`src/source/rv_defines.svh`:
```
`ifndef RV_DEFINES_SVH
`define RV_DEFINES_SVH

// Data path and address width
`define XLEN 32

// First fetch address after reset
`define RESET_PC 32'h8000_0000

// Fetch requests in flight plus words held in the decode buffer never exceed this
`define FETCH_CREDITS 2

// Multiply latency from acceptance to result
`define MUL_CYCLES 3

`endif

```
`src/source/rv_isa_pkg.sv`:
```
package rv_isa_pkg;

    typedef enum logic [6:0] {
        op_reg    = 7'b0110011,
        op_imm    = 7'b0010011,
        op_lui    = 7'b0110111,
        op_branch = 7'b1100011,
        op_jal    = 7'b1101111,
        op_jalr   = 7'b1100111
    } opcode_e;

    localparam logic [2:0] f3_add = 3'b000; // Also ADDI, SUB and MUL
    localparam logic [2:0] f3_slt = 3'b010;
    localparam logic [2:0] f3_xor = 3'b100;
    localparam logic [2:0] f3_or  = 3'b110;
    localparam logic [2:0] f3_and = 3'b111;
    localparam logic [2:0] f3_beq = 3'b000;
    localparam logic [2:0] f3_bne = 3'b001;

    localparam logic [6:0] f7_base = 7'b0000000;
    localparam logic [6:0] f7_sub  = 7'b0100000;
    localparam logic [6:0] f7_mul  = 7'b0000001; // M extension

    typedef struct packed {
        logic [6:0] funct7;
        logic [4:0] rs2;
        logic [4:0] rs1;
        logic [2:0] funct3;
        logic [4:0] rd;
        opcode_e    opcode;
    } r_fmt_t;

    typedef struct packed {
        logic [11:0] imm_11_0;
        logic [4:0]  rs1;
        logic [2:0]  funct3;
        logic [4:0]  rd;
        opcode_e     opcode;
    } i_fmt_t;

    typedef struct packed {
        logic [19:0] imm_31_12;
        logic [4:0]  rd;
        opcode_e     opcode;
    } u_fmt_t;

    typedef struct packed {
        logic        imm_12;
        logic [5:0]  imm_10_5;
        logic [4:0]  rs2;
        logic [4:0]  rs1;
        logic [2:0]  funct3;
        logic [3:0]  imm_4_1;
        logic        imm_11;
        opcode_e     opcode;
    } b_fmt_t;

    typedef struct packed {
        logic        imm_20;
        logic [9:0]  imm_10_1;
        logic        imm_11;
        logic [7:0]  imm_19_12;
        logic [4:0]  rd;
        opcode_e     opcode;
    } j_fmt_t;

    // One fetched word, read through whichever format its opcode selects
    typedef union packed {
        r_fmt_t r;
        i_fmt_t i;
        u_fmt_t u;
        b_fmt_t b;
        j_fmt_t j;
    } inst_u;

    typedef enum logic [3:0] {
        alu_add, alu_sub, alu_and, alu_or, alu_xor, alu_slt,
        alu_pass_imm, alu_mul, alu_beq, alu_bne, alu_jal, alu_jalr
    } alu_op_e;

endpackage

```
`src/source/rv_pipe_pkg.sv`:
```
`include "rv_defines.svh"

package rv_pipe_pkg;

    typedef struct packed {
        logic             valid;
        logic [`XLEN-1:0] pc;
        logic             epoch;
    } fetch_req_t;

    // Memory echoes pc and epoch of the matching request
    typedef struct packed {
        logic             valid;
        logic [31:0]      inst;
        logic [`XLEN-1:0] pc;
        logic             epoch;
    } fetch_rsp_t;

    typedef struct packed {
        logic                valid;
        logic [`XLEN-1:0]    pc;
        rv_isa_pkg::alu_op_e alu_op;
        logic [4:0]          rs1;
        logic [4:0]          rs2;
        logic [4:0]          rd;
        logic [31:0]         imm;
        logic                writes_rd;
    } dec_op_t;

    typedef struct packed {
        logic             valid;
        logic [`XLEN-1:0] target;
    } redirect_t;

    typedef struct packed {
        logic             valid;
        logic [`XLEN-1:0] pc;
        logic [4:0]       rd;      // Zero when nothing is written
        logic [`XLEN-1:0] value;
    } wb_t;

    typedef struct packed {
        logic             valid;
        logic [`XLEN-1:0] pc;
        logic [4:0]       rd;
        logic [`XLEN-1:0] value;
    } retire_t;

endpackage

```
`src/source/inst_decode.sv`:
```
`timescale 1ns/10ps
`include "rv_defines.svh"

module inst_decode (
    input  logic                    clk,
    input  logic                    rst_n,
    input  logic                    epoch,
    input  rv_pipe_pkg::fetch_rsp_t fetch_rsp,
    input  logic                    ex_ready,
    input  rv_pipe_pkg::redirect_t  redirect,
    output logic                    credit_ret,
    output rv_pipe_pkg::dec_op_t    dec_op
);

    import rv_isa_pkg::*;
    import rv_pipe_pkg::*;

    localparam int DEPTH = `FETCH_CREDITS;
    localparam int AW    = (DEPTH > 1) ? $clog2(DEPTH) : 1;

    fetch_rsp_t     buf_mem [DEPTH];
    logic [AW-1:0]  wr_ptr;
    logic [AW-1:0]  rd_ptr;
    logic [AW:0]    count;
    fetch_rsp_t     head;
    logic           head_valid;
    logic           head_stale;
    logic           load_en;
    logic           pop;
    inst_u          inst;
    dec_op_t        dec_next;

    assign head       = buf_mem[rd_ptr];
    assign head_valid = (count != '0);
    assign head_stale = (head.epoch != epoch);
    assign load_en    = !redirect.valid && (!dec_op.valid || ex_ready);
    assign pop        = head_valid && (head_stale || load_en);
    assign credit_ret = pop;                                 // Used or dropped, the slot is free again

    always_ff @(posedge clk) begin
        if (fetch_rsp.valid) begin
            buf_mem[wr_ptr] <= fetch_rsp;                    // Credits guarantee room
        end
    end

    always_ff @(posedge clk or negedge rst_n) begin
        if (!rst_n) begin
            wr_ptr <= '0;
            rd_ptr <= '0;
            count  <= '0;
        end else begin
            if (fetch_rsp.valid) begin
                wr_ptr <= (wr_ptr == AW'(DEPTH - 1)) ? '0 : wr_ptr + 1'b1;
            end
            if (pop) begin
                rd_ptr <= (rd_ptr == AW'(DEPTH - 1)) ? '0 : rd_ptr + 1'b1;
            end
            count <= count + (AW+1)'(fetch_rsp.valid) - (AW+1)'(pop);
        end
    end

    assign inst = head.inst;

    always_comb begin
        dec_next           = '0;
        dec_next.valid     = 1'b1;
        dec_next.pc        = head.pc;
        dec_next.alu_op    = alu_pass_imm;                   // Unsupported words retire as a no-op
        dec_next.rs1       = inst.r.rs1;
        dec_next.rs2       = inst.r.rs2;
        dec_next.rd        = inst.r.rd;
        case (inst.r.opcode)
            op_reg: begin
                dec_next.writes_rd = 1'b1;
                if (inst.r.funct7 == f7_mul && inst.r.funct3 == f3_add) begin
                    dec_next.alu_op = alu_mul;
                end else if (inst.r.funct7 == f7_sub && inst.r.funct3 == f3_add) begin
                    dec_next.alu_op = alu_sub;
                end else if (inst.r.funct7 == f7_base) begin
                    case (inst.r.funct3)
                        f3_add:  dec_next.alu_op = alu_add;
                        f3_slt:  dec_next.alu_op = alu_slt;
                        f3_xor:  dec_next.alu_op = alu_xor;
                        f3_or:   dec_next.alu_op = alu_or;
                        f3_and:  dec_next.alu_op = alu_and;
                        default: dec_next.writes_rd = 1'b0;
                    endcase
                end else begin
                    dec_next.writes_rd = 1'b0;
                end
            end
            op_imm: begin
                dec_next.rs2 = 5'd0;                         // x0 reads zero, so the ALU sees only imm
                if (inst.i.funct3 == f3_add) begin
                    dec_next.alu_op    = alu_add;
                    dec_next.imm       = {{20{inst.i.imm_11_0[11]}}, inst.i.imm_11_0};
                    dec_next.writes_rd = 1'b1;
                end
            end
            op_lui: begin
                dec_next.rs1       = 5'd0;
                dec_next.rs2       = 5'd0;
                dec_next.imm       = {inst.u.imm_31_12, 12'h000};
                dec_next.writes_rd = 1'b1;
            end
            op_branch: begin
                dec_next.rd  = 5'd0;
                dec_next.imm = {{20{inst.b.imm_12}}, inst.b.imm_11, inst.b.imm_10_5,
                                inst.b.imm_4_1, 1'b0};
                if (inst.b.funct3 == f3_beq) begin
                    dec_next.alu_op = alu_beq;
                end else if (inst.b.funct3 == f3_bne) begin
                    dec_next.alu_op = alu_bne;
                end else begin
                    dec_next.imm = '0;
                end
            end
            op_jal: begin
                dec_next.rs1       = 5'd0;
                dec_next.rs2       = 5'd0;
                dec_next.alu_op    = alu_jal;
                dec_next.imm       = {{12{inst.j.imm_20}}, inst.j.imm_19_12, inst.j.imm_11,
                                      inst.j.imm_10_1, 1'b0};
                dec_next.writes_rd = 1'b1;
            end
            op_jalr: begin
                dec_next.rs2       = 5'd0;
                dec_next.alu_op    = alu_jalr;
                dec_next.imm       = {{20{inst.i.imm_11_0[11]}}, inst.i.imm_11_0};
                dec_next.writes_rd = 1'b1;
            end
            default: dec_next.rd = 5'd0;
        endcase
        if (dec_next.rd == 5'd0) begin
            dec_next.writes_rd = 1'b0;
        end
    end

    always_ff @(posedge clk or negedge rst_n) begin
        if (!rst_n) begin
            dec_op <= '0;
        end else if (redirect.valid) begin
            dec_op.valid <= 1'b0;                            // Wrong-path op
        end else if (load_en) begin
            if (head_valid && !head_stale) begin
                dec_op <= dec_next;
            end else begin
                dec_op.valid <= 1'b0;
            end
        end
    end

endmodule

```
`src/source/inst_execute.sv`:
```
`timescale 1ns/10ps
`include "rv_defines.svh"

module inst_execute (
    input  logic                   clk,
    input  logic                   rst_n,
    input  rv_pipe_pkg::dec_op_t   dec_op,
    input  logic [`XLEN-1:0]       rs1_data,
    input  logic [`XLEN-1:0]       rs2_data,
    output logic [4:0]             rs1_addr,
    output logic [4:0]             rs2_addr,
    output logic                   ex_ready,
    output rv_pipe_pkg::redirect_t redirect,
    output rv_pipe_pkg::wb_t       wb
);

    import rv_isa_pkg::*;

    localparam int CNT_W = $clog2(`MUL_CYCLES + 1);

    logic             accept;
    logic [`XLEN-1:0] alu_b;
    logic [`XLEN-1:0] pc_plus4;
    logic [`XLEN-1:0] result;
    logic [`XLEN-1:0] target;
    logic             taken;
    logic [4:0]       rd_eff;
    logic [CNT_W-1:0] mul_cnt;
    logic             mul_busy;
    logic [`XLEN-1:0] mul_a;
    logic [`XLEN-1:0] mul_b;
    logic [`XLEN-1:0] mul_pc;
    logic [4:0]       mul_rd;
    logic [`XLEN-1:0] mul_prod;

    assign rs1_addr = dec_op.rs1;
    assign rs2_addr = dec_op.rs2;
    assign mul_busy = (mul_cnt != '0);
    assign ex_ready = !mul_busy && !redirect.valid;          // Redirect cycle holds a wrong-path op
    assign accept   = dec_op.valid && ex_ready;
    assign rd_eff   = dec_op.writes_rd ? dec_op.rd : 5'd0;
    assign pc_plus4 = dec_op.pc + `XLEN'd4;
    assign alu_b    = rs2_data | dec_op.imm;                 // One side is always zero
    assign mul_prod = mul_a * mul_b;                         // Low half of the product

    always_comb begin
        result = '0;
        taken  = 1'b0;
        target = dec_op.pc + dec_op.imm;
        case (dec_op.alu_op)
            alu_add:      result = rs1_data + alu_b;
            alu_sub:      result = rs1_data - alu_b;
            alu_and:      result = rs1_data & alu_b;
            alu_or:       result = rs1_data | alu_b;
            alu_xor:      result = rs1_data ^ alu_b;
            alu_slt:      result = {{(`XLEN-1){1'b0}}, $signed(rs1_data) < $signed(alu_b)};
            alu_pass_imm: result = dec_op.imm;
            alu_beq:      taken  = (rs1_data == rs2_data);
            alu_bne:      taken  = (rs1_data != rs2_data);
            alu_jal: begin
                taken  = 1'b1;
                result = pc_plus4;
            end
            alu_jalr: begin
                taken  = 1'b1;
                target = (rs1_data + dec_op.imm) & ~`XLEN'd1;
                result = pc_plus4;
            end
            default: result = '0;                            // MUL finishes in the multiplier
        endcase
    end

    always_ff @(posedge clk) begin
        if (accept && dec_op.alu_op == alu_mul) begin
            mul_a  <= rs1_data;
            mul_b  <= rs2_data;
            mul_pc <= dec_op.pc;
            mul_rd <= rd_eff;
        end
    end

    always_ff @(posedge clk or negedge rst_n) begin
        if (!rst_n) begin
            mul_cnt  <= '0;
            wb       <= '0;
            redirect <= '0;
        end else begin
            wb.valid       <= 1'b0;
            redirect.valid <= 1'b0;
            if (mul_busy) begin
                mul_cnt <= mul_cnt - 1'b1;
                if (mul_cnt == CNT_W'(1)) begin
                    wb <= '{valid: 1'b1, pc: mul_pc, rd: mul_rd, value: mul_prod};
                end
            end else if (accept) begin
                if (dec_op.alu_op == alu_mul) begin
                    mul_cnt <= CNT_W'(`MUL_CYCLES - 1);
                end else begin
                    wb       <= '{valid: 1'b1, pc: dec_op.pc, rd: rd_eff, value: result};
                    redirect <= '{valid: taken && (target != pc_plus4), target: target};
                end
            end
        end
    end

endmodule

```
`src/source/pc_gen.sv`:
```
`timescale 1ns/10ps
`include "rv_defines.svh"

module pc_gen (
    input  logic                   clk,
    input  logic                   rst_n,
    input  rv_pipe_pkg::redirect_t redirect,
    input  logic                   credit_ret,
    output rv_pipe_pkg::fetch_req_t fetch_req,
    output logic                   epoch
);

    localparam int CW = $clog2(`FETCH_CREDITS + 1);

    logic [CW-1:0]    credits;
    logic [`XLEN-1:0] pc;
    logic             issue;

    // A redirect cycle issues nothing so the next request already carries the target
    assign issue = (credits != '0) && !redirect.valid;

    always_ff @(posedge clk or negedge rst_n) begin
        if (!rst_n) begin
            credits <= CW'(`FETCH_CREDITS);
        end else begin
            credits <= credits + CW'(credit_ret) - CW'(issue); // Return and spend may coincide
        end
    end

    always_ff @(posedge clk or negedge rst_n) begin
        if (!rst_n) begin
            fetch_req <= '0;
        end else begin
            fetch_req.valid <= issue;
            fetch_req.pc    <= pc;
            fetch_req.epoch <= epoch;
        end
    end

    always_ff @(posedge clk or negedge rst_n) begin
        if (!rst_n) begin
            pc    <= `RESET_PC;
            epoch <= 1'b0;
        end else if (redirect.valid) begin
            pc    <= redirect.target;
            epoch <= ~epoch;                                  // Words still in flight become stale
        end else if (issue) begin
            pc <= pc + `XLEN'd4;                             // Always fall through
        end
    end

endmodule

```
`src/source/result_writeback.sv`:
```
`timescale 1ns/10ps
`include "rv_defines.svh"

module result_writeback (
    input  logic                 clk,
    input  logic                 rst_n,
    input  rv_pipe_pkg::wb_t     wb,
    input  logic [4:0]           rs1_addr,
    input  logic [4:0]           rs2_addr,
    output logic [`XLEN-1:0]     rs1_data,
    output logic [`XLEN-1:0]     rs2_data,
    output rv_pipe_pkg::retire_t retire
);

    logic [`XLEN-1:0] regs [1:31];                           // x0 is not stored

    function automatic logic [`XLEN-1:0] read_port(input logic [4:0] addr);
        logic [`XLEN-1:0] data;
        if (addr == 5'd0) begin
            data = '0;
        end else if (wb.valid && wb.rd == addr) begin
            data = wb.value;                                 // Pending write not yet in the file
        end else begin
            data = regs[addr];
        end
        return data;
    endfunction

    assign rs1_data = read_port(rs1_addr);
    assign rs2_data = read_port(rs2_addr);

    always_ff @(posedge clk or negedge rst_n) begin
        if (!rst_n) begin
            for (int i = 1; i < 32; i++) begin
                regs[i] <= '0;
            end
        end else if (wb.valid && wb.rd != 5'd0) begin
            regs[wb.rd] <= wb.value;
        end
    end

    always_ff @(posedge clk or negedge rst_n) begin
        if (!rst_n) begin
            retire <= '0;
        end else begin
            retire.valid <= wb.valid;                        // Branches report rd zero
            retire.pc    <= wb.pc;
            retire.rd    <= wb.rd;
            retire.value <= wb.value;
        end
    end

endmodule

```
`src/source/rv_core_top.sv`:
```
`timescale 1ns/10ps
`include "rv_defines.svh"

module rv_core_top (
    input  logic                    clk,
    input  logic                    rst_n,
    input  rv_pipe_pkg::fetch_rsp_t fetch_rsp,
    output rv_pipe_pkg::fetch_req_t fetch_req,
    output rv_pipe_pkg::retire_t    retire
);

    import rv_pipe_pkg::*;

    redirect_t        redirect;
    dec_op_t          dec_op;
    wb_t              wb;
    logic             credit_ret;
    logic             epoch;
    logic             ex_ready;
    logic [4:0]       rs1_addr;
    logic [4:0]       rs2_addr;
    logic [`XLEN-1:0] rs1_data;
    logic [`XLEN-1:0] rs2_data;

    pc_gen u_pc_gen (
        .clk        (clk),
        .rst_n      (rst_n),
        .redirect   (redirect),
        .credit_ret (credit_ret),
        .fetch_req  (fetch_req),
        .epoch      (epoch)
    );

    inst_decode u_inst_decode (
        .clk        (clk),
        .rst_n      (rst_n),
        .epoch      (epoch),
        .fetch_rsp  (fetch_rsp),
        .ex_ready   (ex_ready),
        .redirect   (redirect),
        .credit_ret (credit_ret),
        .dec_op     (dec_op)
    );

    inst_execute u_inst_execute (
        .clk      (clk),
        .rst_n    (rst_n),
        .dec_op   (dec_op),
        .rs1_data (rs1_data),
        .rs2_data (rs2_data),
        .rs1_addr (rs1_addr),
        .rs2_addr (rs2_addr),
        .ex_ready (ex_ready),
        .redirect (redirect),
        .wb       (wb)
    );

    result_writeback u_result_writeback (
        .clk      (clk),
        .rst_n    (rst_n),
        .wb       (wb),
        .rs1_addr (rs1_addr),
        .rs2_addr (rs2_addr),
        .rs1_data (rs1_data),
        .rs2_data (rs2_data),
        .retire   (retire)
    );

endmodule

```
`config.mk`:
```
export PLATFORM = sky130hd
export DESIGN_NAME = rv_core_top
export DESIGN_NICKNAME = d
export VERILOG_FILES = /design/src/source/rv_isa_pkg.sv /design/src/source/rv_pipe_pkg.sv /design/src/source/inst_decode.sv /design/src/source/inst_execute.sv /design/src/source/pc_gen.sv /design/src/source/result_writeback.sv /design/src/source/rv_core_top.sv
export VERILOG_INCLUDE_DIRS = /design/src /design/src/source
export SDC_FILE = /design/constraint.sdc
export NUM_CORES = 2
export LEC_CHECK = 0
export BUFFER_PORTS_ARGS = -buffer_cell sky130_fd_sc_hd__buf_2
export CORE_MARGIN = 4
export CORE_UTILIZATION = 58
export DETAILED_ROUTE_END_ITERATION = 8
export GPL_TIMING_DRIVEN = 0
export PLACE_DENSITY = 0.87
export SETUP_SLACK_MARGIN = 0.4
export SLEW_MARGIN = 0
export SYNTH_ARGS = -nofsm -noshare
export SYNTH_HDL_FRONTEND = slang
export SYNTH_SLANG_ARGS = --single-unit
```
`constraint.sdc`:
```
create_clock -name clk -period 7.3 [get_ports clk]
set_input_delay 1.095 -clock clk [delete_from_list [all_inputs] [get_ports clk]]
set_output_delay 1.095 -clock clk [all_outputs]
set_load 0.01 [all_outputs]
```
Yosys cells after proc, flatten, opt, wreduce, memory -nomap -nowiden
Memory sizes are Yosys's and may differ from the RTL's.
Cells that the tools add are included.
- bits in registers: 1426
- bits in writable memories: 132
- input port bits: 68
- output and inout port bits: 104
- word-level logic and storage cells: 229
- memories kept: 1
- memories (memory ; words ; bits a word ; read ports ; clocked after memory_dff ; wr ports ; line ; source):
    u_inst_decode.buf_mem ; 2 ; 66 ; 1 ; 0 ; 1 ; inst_decode.sv:21 ; fetch_rsp_t buf_mem [DEPTH];
- $add $sub $neg: 13
- $mul: 1
- magnitude comparators: 5
- equality and inequality tests: 33
- mux-type cells: 58
- bitwise gates (word level): 11
- reduce and logical (&&, ||, !) cells: 44
- operators with widths (operator ; number):
    bitwise mux 992 bit ; 1
    2-to-1 mux 32 bit ; 14
    binary-select mux 32 bit (select 5 bit) ; 2
    2-to-1 mux 70 bit ; 4
    one-hot mux 32 bit (8 select lines) ; 1
    demux 32 bit (select 5 bit) ; 1
    one-hot mux 32 bit (5 select lines) ; 1
    2-to-1 mux 33 bit ; 4
    adder 32 bit ; 3
    2-to-1 mux 85 bit ; 1
    2-to-1 mux 84 bit ; 1
    adder 32 x 3 -> 32 bit (second input constant) ; 2
    inequality test 32 bit ; 2
    bitwise OR 32 bit ; 2
    AND 32 bit ; 1
    == test 32 bit ; 1
    less-than comparator 32 bit ; 1
    multiplier 32 x 32 -> 32 bit ; 1
    subtractor 32 bit ; 1
    XOR 32 bit ; 1
    == test 7 x 6 -> 1 bit (second input constant) ; 3
    == test 7 bit (second input constant) ; 3
    2-to-1 mux 4 bit ; 5
    2-to-1 mux 5 bit ; 4
    43 further kinds ; 105

Longest topological paths before layout
- word-level depth: 13
- depth in mapped cells: 29
- mapped depth without buffers: 27

Cells and area by module
From an unflattened synthesis, not the netlist that was laid out.
- cells, all modules: 8696
- area, all modules: 101792.6 um^2
- modules (own cells, without submodules) (module ; instances ; cells an instance ; area each (um^2) ; sequential area each (um^2)):
    result_writeback ; 1 ; 3887 ; 56020.0 ; 26575.5
    inst_execute ; 1 ; 3954 ; 34324.2 ; 5660.4
    inst_decode ; 1 ; 603 ; 8592.0 ; 6130.9
    pc_gen ; 1 ; 252 ; 2856.5 ; 1729.2

Worst setup path before layout
No wires, ideal clock.
- path kind: reg-to-reg
- from: register u_inst_execute.mul_b[2]
- to: register u_inst_execute.wb[30] (netlist name)
- setup time: 135 ps
- arrival: 6883 ps
- required time: 7165 ps
- slack: 283 ps
- stages on the path, launching flop included: 27
- path buffers: 1
- clock period less this slack: 7017 ps
- cells stage by stage: edfxtp_1 > clkbuf_1 > and2_1 > fa_1 > inv_1 > fa_1 > fa_1 > fa_1 > inv_1 > ha_1 > ha_1 > fa_1 > fa_1 > ha_1 > a21o_1 > a21o_1 > a21oi_1 > o21ai_0 > a21o_1 > a31o_2 > a21oi_1 > o21ai_0 > a41o_1 > o41ai_1 > nand2b_1 > mux2i_1 > o22ai_1
- longest elaborated chain between the ends: 3
- RTL lines (item ; line ; source):
    start: declaration ; inst_execute.sv:31 ; logic [`XLEN-1:0] mul_b;
    start signal: assignment ; inst_execute.sv:76 ; mul_b <= rs2_data;
    multiplier 32 x 32 -> 32 bit ; inst_execute.sv:44 ; assign mul_prod = mul_a * mul_b;
    2-to-1 mux 70 bit ; inst_execute.sv:92 ; if (mul_cnt == CNT_W'(1)) begin
    2-to-1 mux 70 bit ; inst_execute.sv:90 ; if (mul_busy) begin
Every way passes these cells. The select of a mux whose other input is x is not followed.
A chain may end at the register's enable or synchronous reset.

Worst setup path in the final report
- from: register u_inst_execute.mul_b[2]
- to: register u_inst_execute.wb[30] (netlist name)
- longest elaborated chain between the ends: 3
- RTL lines (item ; line):
    multiplier 32 x 32 -> 32 bit ; inst_execute.sv:44
    2-to-1 mux 70 bit ; inst_execute.sv:92
    2-to-1 mux 70 bit ; inst_execute.sv:90
Every way passes these cells. The select of a mux whose other input is x is not followed.

==> qor.log <==
INFO  run_status     run_status=complete, but fails checks
INFO  run_status     violations_in_the_final_reports=capacitance limit, slew limit, setup timing
INFO  critical_path  r2r_slack=-0.57ns
INFO  logic_synthesis synth_enable_flop_cells=231
INFO  global_routing grt_use_total=0.459
INFO  placed_design  port_buffers=171
INFO  layout         layout_overhead_on_the_synthesized_area=14.0%
INFO  critical_path  worst_path_most_repeated_cell=sky130_fd_sc_hd__fa_1
INFO  clock_network  tritoncts=done
INFO  layout         post_route_cells_drive_above_1_share=0.315
INFO  flow_run       maxCapViolations=25
INFO  min_path       hold_path_class=in -> async
INFO  power_and_ir_drop p_per_area=330nW/um2
INFO  clock_network  cts_hold_buf=0
INFO  timing         pin_slew_with_the_least_headroom_to_its_limit=1.78ns
INFO  timing         whs=0.257ns
INFO  floorplan      fp-row-count=151
INFO  logic_synthesis synth_top_flop_cell=sky130_fd_sc_hd__dfrtp_1
INFO  global_routing grt_antenna_before_repair=33
INFO  clock_network  cts-buffers-inserted=165
INFO  timing         final_min_period_over_clock_period=1.08
INFO  critical_path  crit_path_end_kind=flip-flop
INFO  timing         max_clock_freq=127MHz
INFO  route          final_antenna_net_count=0
INFO  power_and_ir_drop design_power_total=37.4mW
INFO  logic_synthesis syn-cell-area=99600um2
INFO  timing         max_slew_margin=-0.189
INFO  logic_synthesis ys_seq_elements=1556
INFO  layout         final_instance_area=114000um2
INFO  critical_path  crit-reg2reg-launch=u_inst_execute.mul_b[2]
INFO  route          drt-total-wl=415000um
INFO  clock_network  ctsLongestPathBuffers=3
INFO  floorplan      die_height=422um
INFO  layout         final_util=0.668
INFO  clock_network  htree_levels=4
INFO  timing         period_needed=7.87ns
INFO  floorplan      floorplan.io_pins=172
INFO  global_routing grt_pass1_wl=580000um
INFO  route          routed_wire_length_per_instance=37.6um
INFO  global_routing global_route.overflow_total=0
INFO  critical_path  rr_worst_depth=28
INFO  timing         grt_setup_unrepaired=yes
INFO  timing         slew_violations=219
INFO  logic_synthesis synth.net_count=8929
INFO  critical_path  critical_path.reg2reg.endpoint=u_inst_execute.wb[30]
INFO  clock_network  clk_transition_reported_paths=0.07ns
INFO  logic_synthesis yosysWarnings=0
INFO  global_routing first_global_vias=79500
INFO  clock_network  worstSkewPairLatency=0.85ns
INFO  power_and_ir_drop p_leak=51.1nW
INFO  route          vias=78900
INFO  layout         fin_nets=9422
INFO  critical_path  worst-path-max-fanout=3
INFO  placed_design  postPlaceCellArea=104000um2
INFO  timing         post-route-worst-setup-slack=-0.572ns
INFO  route          drt-vias-per-instance=7.15
INFO  layout         multi_input_comb_area=56900um2
INFO  critical_path  startpoint=u_inst_execute.mul_b[2]
INFO  critical_path  worst_path_largest_cell_delay=0.62ns
INFO  floorplan      fp.coreArea=170000um2
INFO  logic_synthesis async_flop_share=0.852
INFO  floorplan      initial_core_util=0.586
INFO  timing         skew=0.0713ns
INFO  placed_design  globalplace.congestion=1.07
INFO  critical_path  worstSetupEndpoint=u_inst_execute.wb[30]
INFO  critical_path  worst_ep_arrival_time=8.51ns
INFO  floorplan      die-width=422um
INFO  logic_synthesis synth.distinct_cells=88
INFO  logic_synthesis post_synth.cell_area_avg=12.2um2
INFO  route          detailedRoute.firstPassIterationCount=7
INFO  critical_path  critPathLaunchType=flip-flop
INFO  clock_network  numClockSinks=1556
INFO  layout         filler_cell_count=11900
INFO  placed_design  detailedPlace.worstSlack=-3.39ns
INFO  timing         final_hold_vios=0
INFO  timing         final-setup-viol-count=9
INFO  logic_synthesis ys_seq_area_frac=0.402
INFO  critical_path  cp_slowest_cell=sky130_fd_sc_hd__fa_1
INFO  logic_synthesis synthCells=8160
INFO  global_routing grt_start_max_net_pins=176
INFO  power_and_ir_drop vdd_drop_max=0.305mV
INFO  route          drtIter0Drc=12100
INFO  critical_path  critical_path_required=7.94ns
INFO  placed_design  hpwlAfterDp=293000um
INFO  route          drc=0
INFO  floorplan      die_area=178000um2
INFO  clock_network  ctsRootBufferMaster=sky130_fd_sc_hd__clkbuf_16
INFO  layout         register_area=40100um2
INFO  critical_path  worst-setup-path-type=reg -> reg
==> synthesized netlist by cell type (14+ instances only) <==
library cell | count | area [um2]
sky130_fd_sc_hd__nor2b_1 | 30 | 188
sky130_fd_sc_hd__o21a_1 | 17 | 128
sky130_fd_sc_hd__nor4_1 | 16 | 100
sky130_fd_sc_hd__a31oi_1 | 24 | 150
sky130_fd_sc_hd__xor2_1 | 101 | 885
sky130_fd_sc_hd__o21bai_1 | 35 | 263
sky130_fd_sc_hd__nor2_1 | 247 | 927
sky130_fd_sc_hd__and3_1 | 35 | 219
sky130_fd_sc_hd__mux2i_1 | 157 | 1570
sky130_fd_sc_hd__o21ai_0 | 288 | 1440
sky130_fd_sc_hd__ha_1 | 289 | 3620
sky130_fd_sc_hd__inv_1 | 524 | 1970
sky130_fd_sc_hd__a211oi_1 | 37 | 278
sky130_fd_sc_hd__a221oi_1 | 32 | 280
sky130_fd_sc_hd__or3_1 | 18 | 113
sky130_fd_sc_hd__or2_2 | 43 | 269
sky130_fd_sc_hd__nand2_1 | 632 | 2370
sky130_fd_sc_hd__nand4_1 | 35 | 219
sky130_fd_sc_hd__a22oi_1 | 68 | 510
sky130_fd_sc_hd__mux2_2 | 1039 | 11700
sky130_fd_sc_hd__nand3_1 | 142 | 711
sky130_fd_sc_hd__o31ai_1 | 14 | 105
sky130_fd_sc_hd__xnor2_1 | 183 | 1600
sky130_fd_sc_hd__a2111oi_0 | 24 | 210
sky130_fd_sc_hd__dfrtp_1 | 1323 | 33100
sky130_fd_sc_hd__nor3_1 | 80 | 400
sky130_fd_sc_hd__buf_2 | 47 | 235
sky130_fd_sc_hd__a221o_1 | 26 | 260
sky130_fd_sc_hd__fa_1 | 412 | 8250
sky130_fd_sc_hd__o211ai_1 | 34 | 255
sky130_fd_sc_hd__a22o_1 | 24 | 210
sky130_fd_sc_hd__nand2b_1 | 30 | 188
sky130_fd_sc_hd__buf_1 | 98 | 368
sky130_fd_sc_hd__and2_1 | 305 | 1910
sky130_fd_sc_hd__clkbuf_1 | 476 | 1790
sky130_fd_sc_hd__mux4_2 | 560 | 12600
sky130_fd_sc_hd__a21o_1 | 51 | 383
sky130_fd_sc_hd__o221ai_1 | 33 | 289
sky130_fd_sc_hd__a21oi_1 | 257 | 1290
sky130_fd_sc_hd__edfxtp_1 | 231 | 6940
==> stage by stage <==
step	setup TNS [ns]	instances
5_1_grt	-3.36	11000
6_report	-2.91	11000
3_3_place_gp	-	10500
2_1_floorplan	0	8160
3_5_place_dp	-61.84	10600
4_1_cts	-0.750	11000
==> final cells by class <==
cell class / instances / share of cell area
multi-input cells: 5458 / 0.501
flip-flops and latches: 1556 / 0.353
clock buffers: 235 / 0.0422
plain buffers: 621 / 0.0332
well taps: 2218 / 0.0244
repair buffers: 327 / 0.0210
inverters: 524 / 0.0174
clock inverters: 68 / 0.00743
diodes: 29 / 0.000639
==> cells by family (layout without fill, tap and decap cells) <==
| kind of cell | count (synthesis) | in the layout | synth area share |
|---|---|---|---|
| AOI/OAI and AO/OA | 1053 | 1053 | 0.0686 |
| adders and majority gates | 701 | 701 | 0.119 |
| xor gates and xnor gates | 286 | 286 | 0.0254 |
| DFF | 1556 | 1556 | 0.402 |
| and+or+nand+nor | 1660 | 1660 | 0.0803 |
| other | 0 | 29 | 0 |
| buffers and inverters | 1146 | 1775 | 0.0438 |
| muxes | 1758 | 1758 | 0.260 |
==> state kept, by name, summed over array words and instances (netlist names) <==
register and cells:
u_pc_gen.fetch_req 34, u_inst_execute.mul_cnt 2, u_inst_execute.redirect 33, u_inst_decode.buf_mem 130, u_inst_decode.count 2, u_inst_execute.mul_rd 5
u_inst_decode.wr_ptr 1, u_inst_execute.mul_a 32, u_result_writeback.regs 992, u_pc_gen.pc 32, u_inst_execute.wb 70, u_inst_decode.rd_ptr 1
u_pc_gen.epoch 1, u_inst_execute.mul_pc 32, u_inst_decode.dec_op 85, u_pc_gen.credits 2, u_inst_execute.mul_b 32, u_result_writeback.retire 70
==> worst min-delay path by stage <==
stage	slack (ns)	to	start
after floorplan	0.35	u_pc_gen.fetch_req[1]	u_pc_gen.pc[0]
after global placement	0.36	u_result_writeback.retire[40]	u_inst_execute.wb[40]
after detailed placement	0.36	u_result_writeback.retire[52]	u_inst_execute.wb[52]
after CTS	0.27	u_result_writeback.regs[244]	rst_n
after global routing	0.29	u_result_writeback.retire[30]	rst_n
final	0.26	u_result_writeback.retire[25]	rst_n
==> power by group <==
part           leakage [nW]  internal [mW]  switching, mW
registers              20.3           9.98           1.24
logic                  28.0           5.57           11.8
clock network          2.78           5.07           3.79
total                  51.1           20.6           16.8
==> metal layers <==
layer | global-route usage | vias to the layer above | part of all wire
met5 | 0.0169 | - | 0.0017
met4 | 0.377 | 36 | 0.11
met3 | 0.189 | 2206 | 0.14
met2 | 0.655 | 6745 | 0.42
met1 | 0.544 | 39600 | 0.33
li1 | - | 30300 | -
==> critical path: cells and delay by family, from the launching register on <==
family / cells / cell delay [ns]
fa+ha+maj: 9 / 3.93
mux: 1 / 0.30
simple gates: 2 / 0.37
flops: 1 / 0.49
buf+inv: 5 / 0.54
compound gates: 11 / 2.05
==> repair_timing <==
action | in CTS | in global routing
setup buffers | 69 | 37
gates resized for setup | 722 | 284
gates cloned | 0 | 1
endpoints found under the setup margin | 58 | 23
pin swaps | 87 | 73
==> cell usage in the layout (no fill, tap or decap), types with 34 or more instances in the layout <==
cell type | netlist | routed
sky130_fd_sc_hd__mux2i_1 | 157 | 130
sky130_fd_sc_hd__a22oi_1 | 68 | 66
sky130_fd_sc_hd__o211ai_1 | 34 | 34
sky130_fd_sc_hd__ha_1 | 289 | 264
sky130_fd_sc_hd__nor3_1 | 80 | 67
sky130_fd_sc_hd__and2_1 | 305 | 291
sky130_fd_sc_hd__xor2_1 | 101 | 93
sky130_fd_sc_hd__inv_1 | 524 | 507
sky130_fd_sc_hd__clkbuf_16 | 0 | 172
sky130_fd_sc_hd__buf_6 | 1 | 60
sky130_fd_sc_hd__o21ai_0 | 288 | 222
sky130_fd_sc_hd__dfrtp_1 | 1323 | 1323
sky130_fd_sc_hd__clkbuf_1 | 476 | 345
sky130_fd_sc_hd__nand4_1 | 35 | 35
sky130_fd_sc_hd__nand3_1 | 142 | 141
sky130_fd_sc_hd__a21o_1 | 51 | 50
sky130_fd_sc_hd__nand2_1 | 632 | 630
sky130_fd_sc_hd__nor2_1 | 247 | 245
sky130_fd_sc_hd__edfxtp_1 | 231 | 231
sky130_fd_sc_hd__clkbuf_2 | 0 | 70
sky130_fd_sc_hd__or2_2 | 43 | 43
sky130_fd_sc_hd__xnor2_1 | 183 | 177
sky130_fd_sc_hd__clkbuf_4 | 0 | 45
sky130_fd_sc_hd__o21ai_1 | 5 | 40
sky130_fd_sc_hd__buf_4 | 0 | 157
sky130_fd_sc_hd__o21bai_1 | 35 | 34
sky130_fd_sc_hd__buf_2 | 47 | 196
sky130_fd_sc_hd__buf_1 | 98 | 34
sky130_fd_sc_hd__clkbuf_8 | 0 | 49
sky130_fd_sc_hd__a21oi_1 | 257 | 230
sky130_fd_sc_hd__fa_1 | 412 | 387
sky130_fd_sc_hd__mux2_2 | 1039 | 1039
sky130_fd_sc_hd__mux4_2 | 560 | 560
No activity file was read; power rests on OpenSTA's default activity.
